## config.mk

```make
export PLATFORM = sky130hd
export DESIGN_NAME = turf_ctl_top
export DESIGN_NICKNAME = d
export VERILOG_FILES = /design/src/hdl/turf_ctl_pkg.sv /design/src/hdl/turf_ctl_baud_tick.sv /design/src/hdl/turf_ctl_decode.sv /design/src/hdl/turf_ctl_execute.sv /design/src/hdl/turf_ctl_result.sv /design/src/hdl/turf_ctl_top.sv
export VERILOG_INCLUDE_DIRS = /design/src /design/src/hdl
export SDC_FILE = /design/constraint.sdc
export NUM_CORES = 1
export LEC_CHECK = 0
export BUFFER_PORTS_ARGS = -buffer_cell sky130_fd_sc_hd__buf_4
export CORE_MARGIN = 3
export CORE_UTILIZATION = 30
export DETAILED_ROUTE_END_ITERATION = 10
export GPL_TIMING_DRIVEN = 0
export PLACE_DENSITY_LB_ADDON = 0.2
export SYNTH_ARGS = -nofsm -noshare
export SYNTH_HDL_FRONTEND = slang
export SYNTH_SLANG_ARGS = --single-unit
```

## constraint.sdc

```tcl
create_clock -name ps_clk -period 1.8 [get_ports ps_clk]
set_input_delay 0.18 -clock ps_clk [delete_from_list [all_inputs] [get_ports ps_clk]]
set_output_delay 0.18 -clock ps_clk [all_outputs]
set_load 0.05 [all_outputs]
```

## src/hdl/turf_ctl_macros.svh

```systemverilog
`ifndef TURF_CTL_MACROS_SVH
`define TURF_CTL_MACROS_SVH

// Bus and link geometry
`define TURF_ADDR_W         8
`define TURF_DATA_W         32
`define TURF_NUM_LINKS      4

// Register offsets, byte addressed
`define TURF_REG_ID         8'h00
`define TURF_REG_DATEVER    8'h04
`define TURF_REG_BRIDGE     8'h08
`define TURF_REG_GPIO       8'h0C
`define TURF_REG_STATUS     8'h10

// BRIDGE register field positions
`define TURF_BRIDGE_VALID_LSB   8
`define TURF_BRIDGE_INV_LSB     12

// Identification and version
`define TURF_IDENT          32'h54555246
`define TURF_VER_MAJOR      4'd0
`define TURF_VER_MINOR      4'd7
`define TURF_VER_REV        8'd23
`define TURF_FW_DATE        16'h1A2B
`define TURF_REV_B          1'b0

// 16x tick accumulators
`define TURF_HSK_ACC_W      10
`define TURF_HSK_ADD        10'd82
`define TURF_GPS_ACC_W      12
`define TURF_GPS_ADD        12'd25

`endif

```

## src/hdl/turf_ctl_pkg.sv

```systemverilog
package turf_ctl_pkg;

    // Target of a decoded register access
    typedef enum logic [2:0] {
        REG_ID      = 3'd0,
        REG_DATEVER = 3'd1,
        REG_BRIDGE  = 3'd2,
        REG_GPIO    = 3'd3,
        REG_STATUS  = 3'd4,
        REG_NONE    = 3'd7
    } reg_sel_e;

    // Crate register bridge type, one per TURFIO link
    typedef enum logic [1:0] {
        BRIDGE_NONE   = 2'd0,
        BRIDGE_AURORA = 2'd1,
        BRIDGE_RSVD2  = 2'd2,
        BRIDGE_RSVD3  = 2'd3
    } bridge_type_e;

    // AXI4-Lite response codes
    typedef enum logic [1:0] {
        RESP_OKAY   = 2'd0,
        RESP_SLVERR = 2'd2
    } axi_resp_e;

endpackage

```

## src/hdl/turf_ctl_baud_tick.sv

```systemverilog
`timescale 1ns/100ps
`include "turf_ctl_macros.svh"

module turf_ctl_baud_tick (
    input  logic ps_clk,
    input  logic reset_i,
    output logic hsk_16x_o,
    output logic gps_16x_o
);

    // Top bit of each accumulator holds the carry of the last add
    logic [`TURF_HSK_ACC_W:0] hsk_acc;
    logic [`TURF_GPS_ACC_W:0] gps_acc;

    // 82/1024 of 100 MHz is within 0.1% of 8 MHz
    // 25/4096 gives 38400 baud times 16
    always_ff @(posedge ps_clk) begin
        if (reset_i) begin
            hsk_acc <= '0;
            gps_acc <= '0;
        end else begin
            hsk_acc <= {1'b0, hsk_acc[`TURF_HSK_ACC_W-1:0]} + `TURF_HSK_ADD;
            gps_acc <= {1'b0, gps_acc[`TURF_GPS_ACC_W-1:0]} + `TURF_GPS_ADD;
        end
    end

    assign hsk_16x_o = hsk_acc[`TURF_HSK_ACC_W];
    assign gps_16x_o = gps_acc[`TURF_GPS_ACC_W];

endmodule

```

## src/hdl/turf_ctl_decode.sv

```systemverilog
`timescale 1ns/100ps
`include "turf_ctl_macros.svh"

module turf_ctl_decode (
    input  logic                        ps_clk,
    input  logic                        reset_i,
    input  logic [`TURF_ADDR_W-1:0]     awaddr_i,
    input  logic                        awvalid_i,
    input  logic [`TURF_DATA_W-1:0]     wdata_i,
    input  logic                        wvalid_i,
    input  logic [`TURF_ADDR_W-1:0]     araddr_i,
    input  logic                        arvalid_i,
    input  logic                        wr_busy_i,
    input  logic                        rd_busy_i,
    output logic                        awready_o,
    output logic                        wready_o,
    output logic                        arready_o,
    output logic                        wr_en_o,
    output turf_ctl_pkg::reg_sel_e      wr_sel_o,
    output logic [`TURF_DATA_W-1:0]     wr_data_o,
    output logic                        rd_en_o,
    output turf_ctl_pkg::reg_sel_e      rd_sel_o
);

    import turf_ctl_pkg::*;

    // Word address to register select, byte lanes ignored
    function automatic reg_sel_e addr_to_sel(input logic [`TURF_ADDR_W-1:0] addr);
        logic [`TURF_ADDR_W-1:0] word;
        word = {addr[`TURF_ADDR_W-1:2], 2'b00};
        case (word)
            `TURF_REG_ID:      return REG_ID;
            `TURF_REG_DATEVER: return REG_DATEVER;
            `TURF_REG_BRIDGE:  return REG_BRIDGE;
            `TURF_REG_GPIO:    return REG_GPIO;
            `TURF_REG_STATUS:  return REG_STATUS;
            default:           return REG_NONE;
        endcase
    endfunction

    ////////////////////////////////////////
    // Channel acceptance
    ////////////////////////////////////////

    // AW and W are taken together in a single cycle
    assign awready_o = awvalid_i & wvalid_i & ~wr_busy_i;
    assign wready_o  = awready_o;
    assign arready_o = arvalid_i & ~rd_busy_i;

    ////////////////////////////////////////
    // Access pulses and payload
    ////////////////////////////////////////

    always_ff @(posedge ps_clk) begin
        if (reset_i) begin
            wr_en_o <= 1'b0;
            rd_en_o <= 1'b0;
        end else begin
            wr_en_o <= awready_o;
            rd_en_o <= arready_o;
        end
    end

    always_ff @(posedge ps_clk) begin
        if (awready_o) begin
            wr_sel_o  <= addr_to_sel(awaddr_i);
            wr_data_o <= wdata_i;
        end
        if (arready_o) begin
            rd_sel_o <= addr_to_sel(araddr_i);
        end
    end

endmodule

```

## src/hdl/turf_ctl_execute.sv

```systemverilog
`timescale 1ns/100ps
`include "turf_ctl_macros.svh"

module turf_ctl_execute (
    input  logic                            ps_clk,
    input  logic                            reset_i,
    input  logic                            wr_en_i,
    input  turf_ctl_pkg::reg_sel_e          wr_sel_i,
    input  logic [`TURF_DATA_W-1:0]         wr_data_i,
    input  turf_ctl_pkg::reg_sel_e          rd_sel_i,
    input  logic [`TURF_NUM_LINKS-1:0]      aurora_up_i,
    input  logic                            uart_irq_b_i,
    input  logic                            hsk_irq_i,
    input  logic                            hsk_complete_i,
    input  logic                            gps_timepulse_i,
    output logic [`TURF_DATA_W-1:0]         rd_data_o,
    output logic [2*`TURF_NUM_LINKS-1:0]    bridge_type_o,
    output logic [`TURF_NUM_LINKS-1:0]      bridge_valid_o,
    output logic [`TURF_NUM_LINKS-1:0]      turfio_reset_o,
    output logic                            gps_extint_o
);

    import turf_ctl_pkg::*;

    localparam int NL = `TURF_NUM_LINKS;
    localparam logic [15:0] FW_DATE = `TURF_FW_DATE;
    localparam logic [31:0] DATEVER = {`TURF_REV_B, FW_DATE[14:0],
                                       `TURF_VER_MAJOR, `TURF_VER_MINOR, `TURF_VER_REV};

    bridge_type_e    link_type [NL];
    bridge_type_e    new_type [NL];
    logic [NL-1:0]   invalid_q;
    logic [NL-1:0]   new_invalid;

    // NONE is always reachable, AURORA only once its link is up
    function automatic logic link_ok(input bridge_type_e t, input logic up);
        return (t == BRIDGE_NONE) || ((t == BRIDGE_AURORA) && up);
    endfunction

    ////////////////////////////////////////
    // Bridge selection and validity
    ////////////////////////////////////////

    always_comb begin
        for (int i = 0; i < NL; i++) begin
            bridge_type_o[2*i +: 2] = link_type[i];
            bridge_valid_o[i]       = link_ok(link_type[i], aurora_up_i[i]);
        end
    end

    // Clear written flags first, then flag links invalid under their new type
    always_comb begin
        for (int i = 0; i < NL; i++) begin
            new_type[i]    = bridge_type_e'(wr_data_i[2*i +: 2]);
            new_invalid[i] = (invalid_q[i] & ~wr_data_i[`TURF_BRIDGE_INV_LSB + i]) |
                             ((new_type[i] != BRIDGE_NONE) &
                              ~link_ok(new_type[i], aurora_up_i[i]));
        end
    end

    always_ff @(posedge ps_clk) begin
        if (reset_i) begin
            for (int i = 0; i < NL; i++) begin
                link_type[i] <= BRIDGE_NONE;
            end
            invalid_q      <= '0;
            turfio_reset_o <= '0;
            gps_extint_o   <= 1'b0;
        end else if (wr_en_i) begin
            case (wr_sel_i)
                REG_BRIDGE: begin
                    for (int i = 0; i < NL; i++) begin
                        link_type[i] <= new_type[i];
                    end
                    invalid_q <= new_invalid;
                end
                REG_GPIO: begin
                    turfio_reset_o <= wr_data_i[NL-1:0];
                    gps_extint_o   <= wr_data_i[NL];
                end
                // ID, DATEVER and STATUS ignore writes
                default: ;
            endcase
        end
    end

    ////////////////////////////////////////
    // Read mux
    ////////////////////////////////////////

    always_comb begin
        rd_data_o = '0;
        case (rd_sel_i)
            REG_ID:      rd_data_o = `TURF_IDENT;
            REG_DATEVER: rd_data_o = DATEVER;
            REG_BRIDGE: begin
                rd_data_o[2*NL-1:0] = bridge_type_o;
                rd_data_o[`TURF_BRIDGE_VALID_LSB +: NL] = bridge_valid_o;
                rd_data_o[`TURF_BRIDGE_INV_LSB +: NL]   = invalid_q;
            end
            REG_GPIO:    rd_data_o[NL:0] = {gps_extint_o, turfio_reset_o};
            REG_STATUS:  rd_data_o[3:0] = {gps_timepulse_i, hsk_complete_i,
                                           hsk_irq_i, uart_irq_b_i};
            default:     rd_data_o = '0;
        endcase
    end

endmodule

```

## src/hdl/turf_ctl_result.sv

```systemverilog
`timescale 1ns/100ps
`include "turf_ctl_macros.svh"

module turf_ctl_result (
    input  logic                        ps_clk,
    input  logic                        reset_i,
    input  logic                        wr_en_i,
    input  turf_ctl_pkg::reg_sel_e      wr_sel_i,
    input  logic                        rd_en_i,
    input  turf_ctl_pkg::reg_sel_e      rd_sel_i,
    input  logic [`TURF_DATA_W-1:0]     rd_data_i,
    input  logic                        bready_i,
    input  logic                        rready_i,
    output logic                        bvalid_o,
    output turf_ctl_pkg::axi_resp_e     bresp_o,
    output logic                        rvalid_o,
    output turf_ctl_pkg::axi_resp_e     rresp_o,
    output logic [`TURF_DATA_W-1:0]     rdata_o,
    output logic                        wr_busy_o,
    output logic                        rd_busy_o
);

    import turf_ctl_pkg::*;

    // A channel is pending from its access pulse until the response handshake
    assign wr_busy_o = wr_en_i | bvalid_o;
    assign rd_busy_o = rd_en_i | rvalid_o;

    ////////////////////////////////////////
    // B channel
    ////////////////////////////////////////

    always_ff @(posedge ps_clk) begin
        if (reset_i) begin
            bvalid_o <= 1'b0;
        end else if (wr_en_i) begin
            bvalid_o <= 1'b1;
        end else if (bready_i) begin
            bvalid_o <= 1'b0;
        end
    end

    always_ff @(posedge ps_clk) begin
        if (wr_en_i) begin
            bresp_o <= (wr_sel_i == REG_NONE) ? RESP_SLVERR : RESP_OKAY;
        end
    end

    ////////////////////////////////////////
    // R channel
    ////////////////////////////////////////

    always_ff @(posedge ps_clk) begin
        if (reset_i) begin
            rvalid_o <= 1'b0;
        end else if (rd_en_i) begin
            rvalid_o <= 1'b1;
        end else if (rready_i) begin
            rvalid_o <= 1'b0;
        end
    end

    // Unmapped reads return zero
    always_ff @(posedge ps_clk) begin
        if (rd_en_i) begin
            rresp_o <= (rd_sel_i == REG_NONE) ? RESP_SLVERR : RESP_OKAY;
            rdata_o <= (rd_sel_i == REG_NONE) ? '0 : rd_data_i;
        end
    end

endmodule

```

## src/hdl/turf_ctl_top.sv

```systemverilog
`timescale 1ns/100ps
`include "turf_ctl_macros.svh"

module turf_ctl_top (
    input  logic                            ps_clk,
    input  logic                            reset_i,
    // AXI4-Lite slave
    input  logic [`TURF_ADDR_W-1:0]         awaddr_i,
    input  logic                            awvalid_i,
    output logic                            awready_o,
    input  logic [`TURF_DATA_W-1:0]         wdata_i,
    input  logic                            wvalid_i,
    output logic                            wready_o,
    output logic                            bvalid_o,
    output turf_ctl_pkg::axi_resp_e         bresp_o,
    input  logic                            bready_i,
    input  logic [`TURF_ADDR_W-1:0]         araddr_i,
    input  logic                            arvalid_i,
    output logic                            arready_o,
    output logic                            rvalid_o,
    output turf_ctl_pkg::axi_resp_e         rresp_o,
    output logic [`TURF_DATA_W-1:0]         rdata_o,
    input  logic                            rready_i,
    // Link status and housekeeping inputs
    input  logic [`TURF_NUM_LINKS-1:0]      aurora_up_i,
    input  logic                            uart_irq_b_i,
    input  logic                            hsk_irq_i,
    input  logic                            hsk_complete_i,
    input  logic                            gps_timepulse_i,
    // Control outputs
    output logic [2*`TURF_NUM_LINKS-1:0]    bridge_type_o,
    output logic [`TURF_NUM_LINKS-1:0]      bridge_valid_o,
    output logic [`TURF_NUM_LINKS-1:0]      turfio_reset_o,
    output logic                            gps_extint_o,
    output logic                            hsk_16x_o,
    output logic                            gps_16x_o
);

    import turf_ctl_pkg::*;

    logic                       wr_en;
    reg_sel_e                   wr_sel;
    logic [`TURF_DATA_W-1:0]    wr_data;
    logic                       rd_en;
    reg_sel_e                   rd_sel;
    logic [`TURF_DATA_W-1:0]    rd_data;
    logic                       wr_busy;
    logic                       rd_busy;

    ////////////////////////////////////////
    // Register access pipeline
    ////////////////////////////////////////

    turf_ctl_decode u_decode (
        .ps_clk    (ps_clk),
        .reset_i   (reset_i),
        .awaddr_i  (awaddr_i),
        .awvalid_i (awvalid_i),
        .wdata_i   (wdata_i),
        .wvalid_i  (wvalid_i),
        .araddr_i  (araddr_i),
        .arvalid_i (arvalid_i),
        .wr_busy_i (wr_busy),
        .rd_busy_i (rd_busy),
        .awready_o (awready_o),
        .wready_o  (wready_o),
        .arready_o (arready_o),
        .wr_en_o   (wr_en),
        .wr_sel_o  (wr_sel),
        .wr_data_o (wr_data),
        .rd_en_o   (rd_en),
        .rd_sel_o  (rd_sel)
    );

    turf_ctl_execute u_execute (
        .ps_clk          (ps_clk),
        .reset_i         (reset_i),
        .wr_en_i         (wr_en),
        .wr_sel_i        (wr_sel),
        .wr_data_i       (wr_data),
        .rd_sel_i        (rd_sel),
        .aurora_up_i     (aurora_up_i),
        .uart_irq_b_i    (uart_irq_b_i),
        .hsk_irq_i       (hsk_irq_i),
        .hsk_complete_i  (hsk_complete_i),
        .gps_timepulse_i (gps_timepulse_i),
        .rd_data_o       (rd_data),
        .bridge_type_o   (bridge_type_o),
        .bridge_valid_o  (bridge_valid_o),
        .turfio_reset_o  (turfio_reset_o),
        .gps_extint_o    (gps_extint_o)
    );

    turf_ctl_result u_result (
        .ps_clk    (ps_clk),
        .reset_i   (reset_i),
        .wr_en_i   (wr_en),
        .wr_sel_i  (wr_sel),
        .rd_en_i   (rd_en),
        .rd_sel_i  (rd_sel),
        .rd_data_i (rd_data),
        .bready_i  (bready_i),
        .rready_i  (rready_i),
        .bvalid_o  (bvalid_o),
        .bresp_o   (bresp_o),
        .rvalid_o  (rvalid_o),
        .rresp_o   (rresp_o),
        .rdata_o   (rdata_o),
        .wr_busy_o (wr_busy),
        .rd_busy_o (rd_busy)
    );

    // Debug UART 16x ticks
    turf_ctl_baud_tick u_baud_tick (
        .ps_clk    (ps_clk),
        .reset_i   (reset_i),
        .hsk_16x_o (hsk_16x_o),
        .gps_16x_o (gps_16x_o)
    );

endmodule

```

==> impl_results.md, run 1 <==
* Clk_skew at 4.764 ps
* Sum of negative setup slack at 0 ps
* Core Area at 10980 um2
* Netlist cell types at 46
* CP Depth at 3
* Critical-path cell list: nor4bb_1 > o21ai_0 > a21oi_1
* Syn_area_per_cell at 11.57 um2
* Via count at 2500
* Synth warn at 0
* GPL Wtd Cong at 0.7605
* Final Instance Count excl. Fillers at 549
* Tot GR Track Use at 11.78%
* Die H at 112.6 um
* Top Family by Delay on Critical Path: simple AND/OR/NAND/NOR gates
* Share of the yosys chip area belonging to registers at 62.49%
* Fmax at 0.6114 GHz
* Final Setup Violations at 0
* Number of synthesized flops with an enable pin at 47
* Leading cell types in the layout, fill and taps excluded: buf_4, edfxtp_1, dfxtp_1
* Synthesized area at 3412 um2
* Crit path max fanout at 7
* DRT iter0 DRCs at 112
* Cts hold-fix bufs at 0
* CTS tree: yes
* Worst-Margin Slew at 761.5 ps
* Worst Path Buf+Inv at 0
* # rows at 38
* Worst hold path class: in2reg
* Slowest stage delay, CP at 660 ps
* Peak VDD IR at 0.3693 mV
* Synth Area in Simple Gates at 13.64%
* Outcome: finished clean
* Worst setup path startpoint: u_decode.wr_en_o
* Nets@finish at 469
* Multiplexer share of the synthesized area at 2.750%
* Worst skew pair latency at 330 ps
* Number of global-route vias before repair at 2341
* Register-to-Register Setup Slack at 160 ps
* Slew Viols, Final at 0
* Critical path required time at 2060 ps
* Via density at 4.554
* Post-route setup slack at 164.5 ps
* Reg-to-Reg End: u_execute.invalid_q[1]
* Starting Density at 31.07%
* Antenna violations before repair at 0
* Post-DP HPWL at 5624 um
* Post-layout min period at 1636 ps
* CTS clk-pin slew, worst paths at 60 ps
* H-tree depth at 3
* CTS root buf: clkbuf_16
* Placed cell area at 4328 um2
* Reg2Reg Depth at 3
* Leakage at 1.891 nW
* Die area at 12690 um2
* Leading area contributor after synthesis: edfxtp_1
* Layout cells sized above 1 at 33.50%
* Largest net degree at the start of global routing at 23
* Grt ovf at 0
* Max transition margin at 48.54%
* Layout-stage area growth over the synthesis result at 34.98%
* Synth Area in Adders at 0.7334%
* Total wire length at 7444 um
* Hold-critical path depth at 1
* Main flop type after synthesis: edfxtp_1
* Yosys top cell area share at 41.36%
* Combinational family with the most area after synthesis: simple AND/OR/NAND/NOR gates
* Max Cap Viol at 0
* Crit path arrival time at 1890 ps
* FF-to-FF Start: u_decode.wr_en_o
* Ports at 123
* First-pass GRT wire length at 11780 um
* CP Capture Type: flip-flop
* Mapped Cells at 295
* Crit Path Class: reg2reg
* Die Wd at 112.6 um
* RSZ-0062 raised after global routing: no
* Final Hold Fails at 0
* Synth Area in Compound Gates at 12.14%
* Total CTS buffers at 9
* Pre-CTS setup slack at 96.79 ps
* Port buffer count at 92
* Slowest cell on the critical path: nor4bb_1
* Crit share post-route at 90.86%
* Top area cells in the synthesized netlist: edfxtp_1, dfxtp_1, a21oi_1
* Synth Register Bits at 83
* ANT cells at 0
* CP endpoint: u_execute.invalid_q[1]
* Clock Tree Buf Depth at 2
* Wire length per cell at 13.56 um
* DRC Markers at 0
* Setup crit start kind: flip-flop
* Pwr dens at 939.9 nW/um2
* CTS sink count at 83
* Most common cell after layout, fill and taps aside: buf_4
* Detailed-router iteration count before antenna repair at 5
* Ys async rst share at 0%
* Dpl cells at 532
* Final Instance Area at 4606 um2
* Post-route ant nets at 0
* Post-Synth XOR/XNOR Area at 1.540%
==> power breakdown <==
group / switching, W / internal (W)
Combinational: 0.000325 / 0.000205
Sequential: 0.0000873 / 0.00209
Clock: 0.000696 / 0.000927
==> cell families after synthesis <==
group / count (synthesis)
AO/OA/AOI/OAI: 65
XOR/XNOR: 6
AND/OR/NAND/NOR: 85
multiplexers: 9
other: 1
adder cells (fa/ha/maj): 2
buffers and inverters: 44
flip-flops: 83
==> cells in the mapped netlist (all sizes together) (5+ instances only) <==
cell    number
and2         8
clkbuf       9
nand2        9
nor3         5
nand3        5
inv         17
nor2b        8
a21oi       31
nor2        21
dfxtp       36
o21ai       11
xnor2        6
and3         8
edfxtp      47
mux2i        6
buf         17
==> per-layer routing <==
metal  part of all wire (%)  track usage [%]  vias up
li1                       -                -     1263
met1                     45            14.99     1143
met2                     47            18.80       87
met3                    7.7            3.827        7
met4                   0.77            4.247        0
met5                      0                0        -
==> worst reg2reg max path, delay by kind of cell, from the launching register on <==
family | cells | cell delay, ps
DFF | 1 | 490
AOI/OAI and AO/OA | 2 | 410
and+or+nand+nor | 1 | 660
==> timing repair <==
item	in CTS	in global routing
pin swaps	1	0
setup endpoints to repair	3	1
hold endpoints to repair	0	0
gates resized for setup	1	1
buffers inserted	1	0
==> metrics by stage <==
step	power (W)	hold WS, ps	utilization (%)
after floorplan	0.002552	278.9	-
after detailed placement	0.002746	359.8	39.41
final	0.004329	25.57	41.93
after CTS	0.004377	15.29	41.88
after global placement	0.002736	359.2	39.41
after global routing	0.004511	12.21	41.93
==> final cells by class <==
| cell class | instances | area, um2 |
|---|---|---|
| fill | 1066 | 6377 |
| sequential | 83 | 2133 |
| multi-input combinational | 173 | 1111 |
| timing repair buffer | 93 | 698.2 |
| clock buffer | 11 | 232.7 |
| tap | 140 | 175.2 |
| buffer | 26 | 157.7 |
| inverter | 18 | 67.56 |
| clock inverter | 5 | 30.03 |
==> registers in the layout, summed over array words and instances, names as in the netlist, 3 cells and up <==
register	cells
u_result.rdata_o	19
u_baud_tick.gps_acc	13
u_decode.wr_data_o	12
u_baud_tick.hsk_acc	10
u_execute.link_type	8
u_execute.invalid_q	4
u_execute.turfio_reset_o	4
u_decode.rd_sel_o	3
u_decode.wr_sel_o	3
==> how the worst min path moves through the flow <==
stage	startpoint	to	slack, ps
after floorplan	wdata_i[0]	u_decode.wr_data_o[0]	280
after global placement	wdata_i[4]	u_decode.wr_data_o[4]	360
after detailed placement	wdata_i[6]	u_decode.wr_data_o[6]	360
after CTS	wdata_i[6]	u_decode.wr_data_o[6]	20
after global routing	wdata_i[7]	u_decode.wr_data_o[7]	10
final	wdata_i[6]	u_decode.wr_data_o[6]	30
Power figures use the tool's default switching activity.
==> run 2, diff against run 1 <==
--- a/config.mk
+++ b/config.mk
@@ -6,6 +6,7 @@
 export SDC_FILE = /design/constraint.sdc
 export NUM_CORES = 1
 export LEC_CHECK = 0
+export ABC_AREA = 1
 export BUFFER_PORTS_ARGS = -buffer_cell sky130_fd_sc_hd__buf_4
 export CORE_MARGIN = 3
 export CORE_UTILIZATION = 30
==> run 2 against run 1 <==
Largest power group unchanged. Largest cell class unchanged. Die area is 2.4% higher. Sequential power hardly changed. Final cell count is 11% higher.
==> impl_results.md, run 2 <==
* Total CTS buffers at 9
* Share of the yosys chip area belonging to registers at 60.94%
* Fmax at 0.6164 GHz
* Total wire length at 7532 um
* Crit Path Class: reg2out
* Ys async rst share at 0%
* Critical path required time at 1620 ps
* Netlist cell types at 32
* Antenna violations before repair at 0
* Peak VDD IR at 0.3808 mV
* Number of synthesized flops with an enable pin at 47
* Ports at 123
* Max FFs per register at 19
* Tot GR Track Use at 11.85%
* Nets@finish at 532
* Clock Tree Buf Depth at 2
* Worst-Margin Slew at 564.5 ps
* Pre-CTS setup slack at 85.13 ps
* Top area cells in the synthesized netlist: edfxtp_1, dfxtp_1, inv_1
* CTS clk-pin slew, worst paths at 60 ps
* CTS sink count at 83
* Reg with most FFs: u_result.rdata_o
* Synth warn at 0
* Yosys top cell area share at 40.34%
* Cts hold-fix bufs at 0
* Mapped Cells at 358
* CTS root buf: clkbuf_16
* Layout cells sized above 1 at 32.63%
* Worst skew pair latency at 330 ps
* Leakage at 2.118 nW
* Via density at 4.314
* H-tree depth at 3
* Core Area at 11130 um2
* CP Capture Type: output pin
* ANT cells at 0
* Main flop type after synthesis: edfxtp_1
* RSZ-0062 raised after global routing: no
* Final Instance Area at 4710 um2
* Via count at 2640
* Die Wd at 114.0 um
* Max Cap Viol at 0
* Layout-stage area growth over the synthesis result at 34.62%
* Final Hold Fails at 0
* Largest net degree at the start of global routing at 24
* Synthesized area at 3498 um2
* DRT iter0 DRCs at 95
* Placed cell area at 4399 um2
* GPL Wtd Cong at 0.8294
* Registers with the most flip-flops: u_result.rdata_o: 19 flops, u_baud_tick.gps_acc: 13 flops, u_decode.wr_data_o: 12 flops
* Post-DP HPWL at 5901 um
* Syn_area_per_cell at 9.772 um2
* First-pass GRT wire length at 12150 um
* Post-route ant nets at 0
* Crit path max fanout at 23
* # rows at 38
* Grt ovf at 0
* Most common cell after layout, fill and taps aside: buf_4
* Worst hold path class: in2reg
* Leading cell types in the layout, fill and taps excluded: buf_4, inv_1, nand2_1
* Most used standard cell by instance count after synthesis: inv_1
* Crit path arrival time at 1440 ps
* Leading area contributor after synthesis: edfxtp_1
* Final Util at 42.33%
* Wire length per cell at 12.31 um
* Crit share post-route at 90.13%
* Post-route setup slack at 177.7 ps
* Number of global-route vias before repair at 2556
* Setup crit start kind: flip-flop
* Sum of negative setup slack at 0 ps
* Outcome: finished clean
* Detailed-router iteration count before antenna repair at 4
* Synth Register Bits at 83
* Starting Density at 31.44%
* DRC Markers at 0
* Post-layout min period at 1622 ps
* Die area at 12990 um2
* Die H at 114.0 um
* Max transition margin at 62.37%
* Port buffer count at 91
* Pwr dens at 943.7 nW/um2
* Commonest cells post-synth: inv_1, nand2_1, edfxtp_1
* Filler Cell Count at 1092
* Slew Viols, Final at 0
* Total power at 0.004444 W
* Clk_skew at 7.231 ps
* CTS tree: yes
* Final Setup Violations at 0
## run 2: cell count changes after synthesis, moves of 19 or more
| cell | change |
|---|---|
| nand3_1 | +20 |
| inv_1 | +42 |
| nand2_1 | +39 |
| nor2_1 | +19 |
## run 2: per-layer routing
layer / wire [um] / part of all wire (%) / GRT usage [%]
met3: 473 / 6.3 / 2.493
met4: 75 / 1.0 / 4.276
met2: 3582 / 48 / 19.98
met1: 3400 / 45 / 15.03
met5: 0 / 0 / 0
## run 2: stage by stage
step | hold slack (ps) | cells
after CTS | 14.08 | 612
final | 25.23 | 612
after detailed placement | 359.5 | 594
after floorplan | 278.9 | 363
after global placement | 360.8 | 594
after global routing | 17.22 | 612
## run 2: timing repair
action / in CTS / in global routing
hold endpoints to repair: 0 / 0
endpoints found under the setup margin: 3 / 0
resized for setup: 1 / 0
buffers inserted: 2 / 0
## run 2: power breakdown
part / switching [W] / internal (W)
combinational: 0.000328 / 0.000177
sequential: 0.0000651 / 0.00208
clock: 0.000715 / 0.00108
total: 0.00111 / 0.00334
## run 2: path summary, 6_finish.rpt
kind	from	to	slack, ps	cells after the start
min reg2reg	u_baud_tick.gps_acc[0]	u_baud_tick.gps_acc[0]	450	1
max	u_decode.rd_en_o	arready_o	180	2
min	wdata_i[7]	u_decode.wr_data_o[7]	30	1
max reg2reg	u_decode.wr_en_o	u_execute.link_type[0][0]	340	4
## run 2: logic make-up after synthesis
group / synth area share [%]
DFF: 60.94
other: 0.1072
buffers and inverters: 10.94
and+or+nand+nor: 19.39
AOI/OAI and AO/OA: 7.904
adders and majority gates: 0.7152
## run 2: critical path: stages (launching register included)
cell and delay [ps]:
dfxtp_2 480, nor3_2 360, buf_4 260
## run 2: area by class of cell
cell class / count / area [um2] / area share (%)
Tap cell: 140 / 175.2 / 3.719
Inverter: 61 / 234.0 / 4.968
Clock buffer: 10 / 229.0 / 4.862
Sequential cell: 83 / 2133 / 45.30
Multi-Input combinational cell: 198 / 1026 / 21.79
Clock inverter: 6 / 65.06 / 1.382
Timing Repair Buffer: 93 / 698.2 / 14.82
Buffer: 21 / 148.9 / 3.162
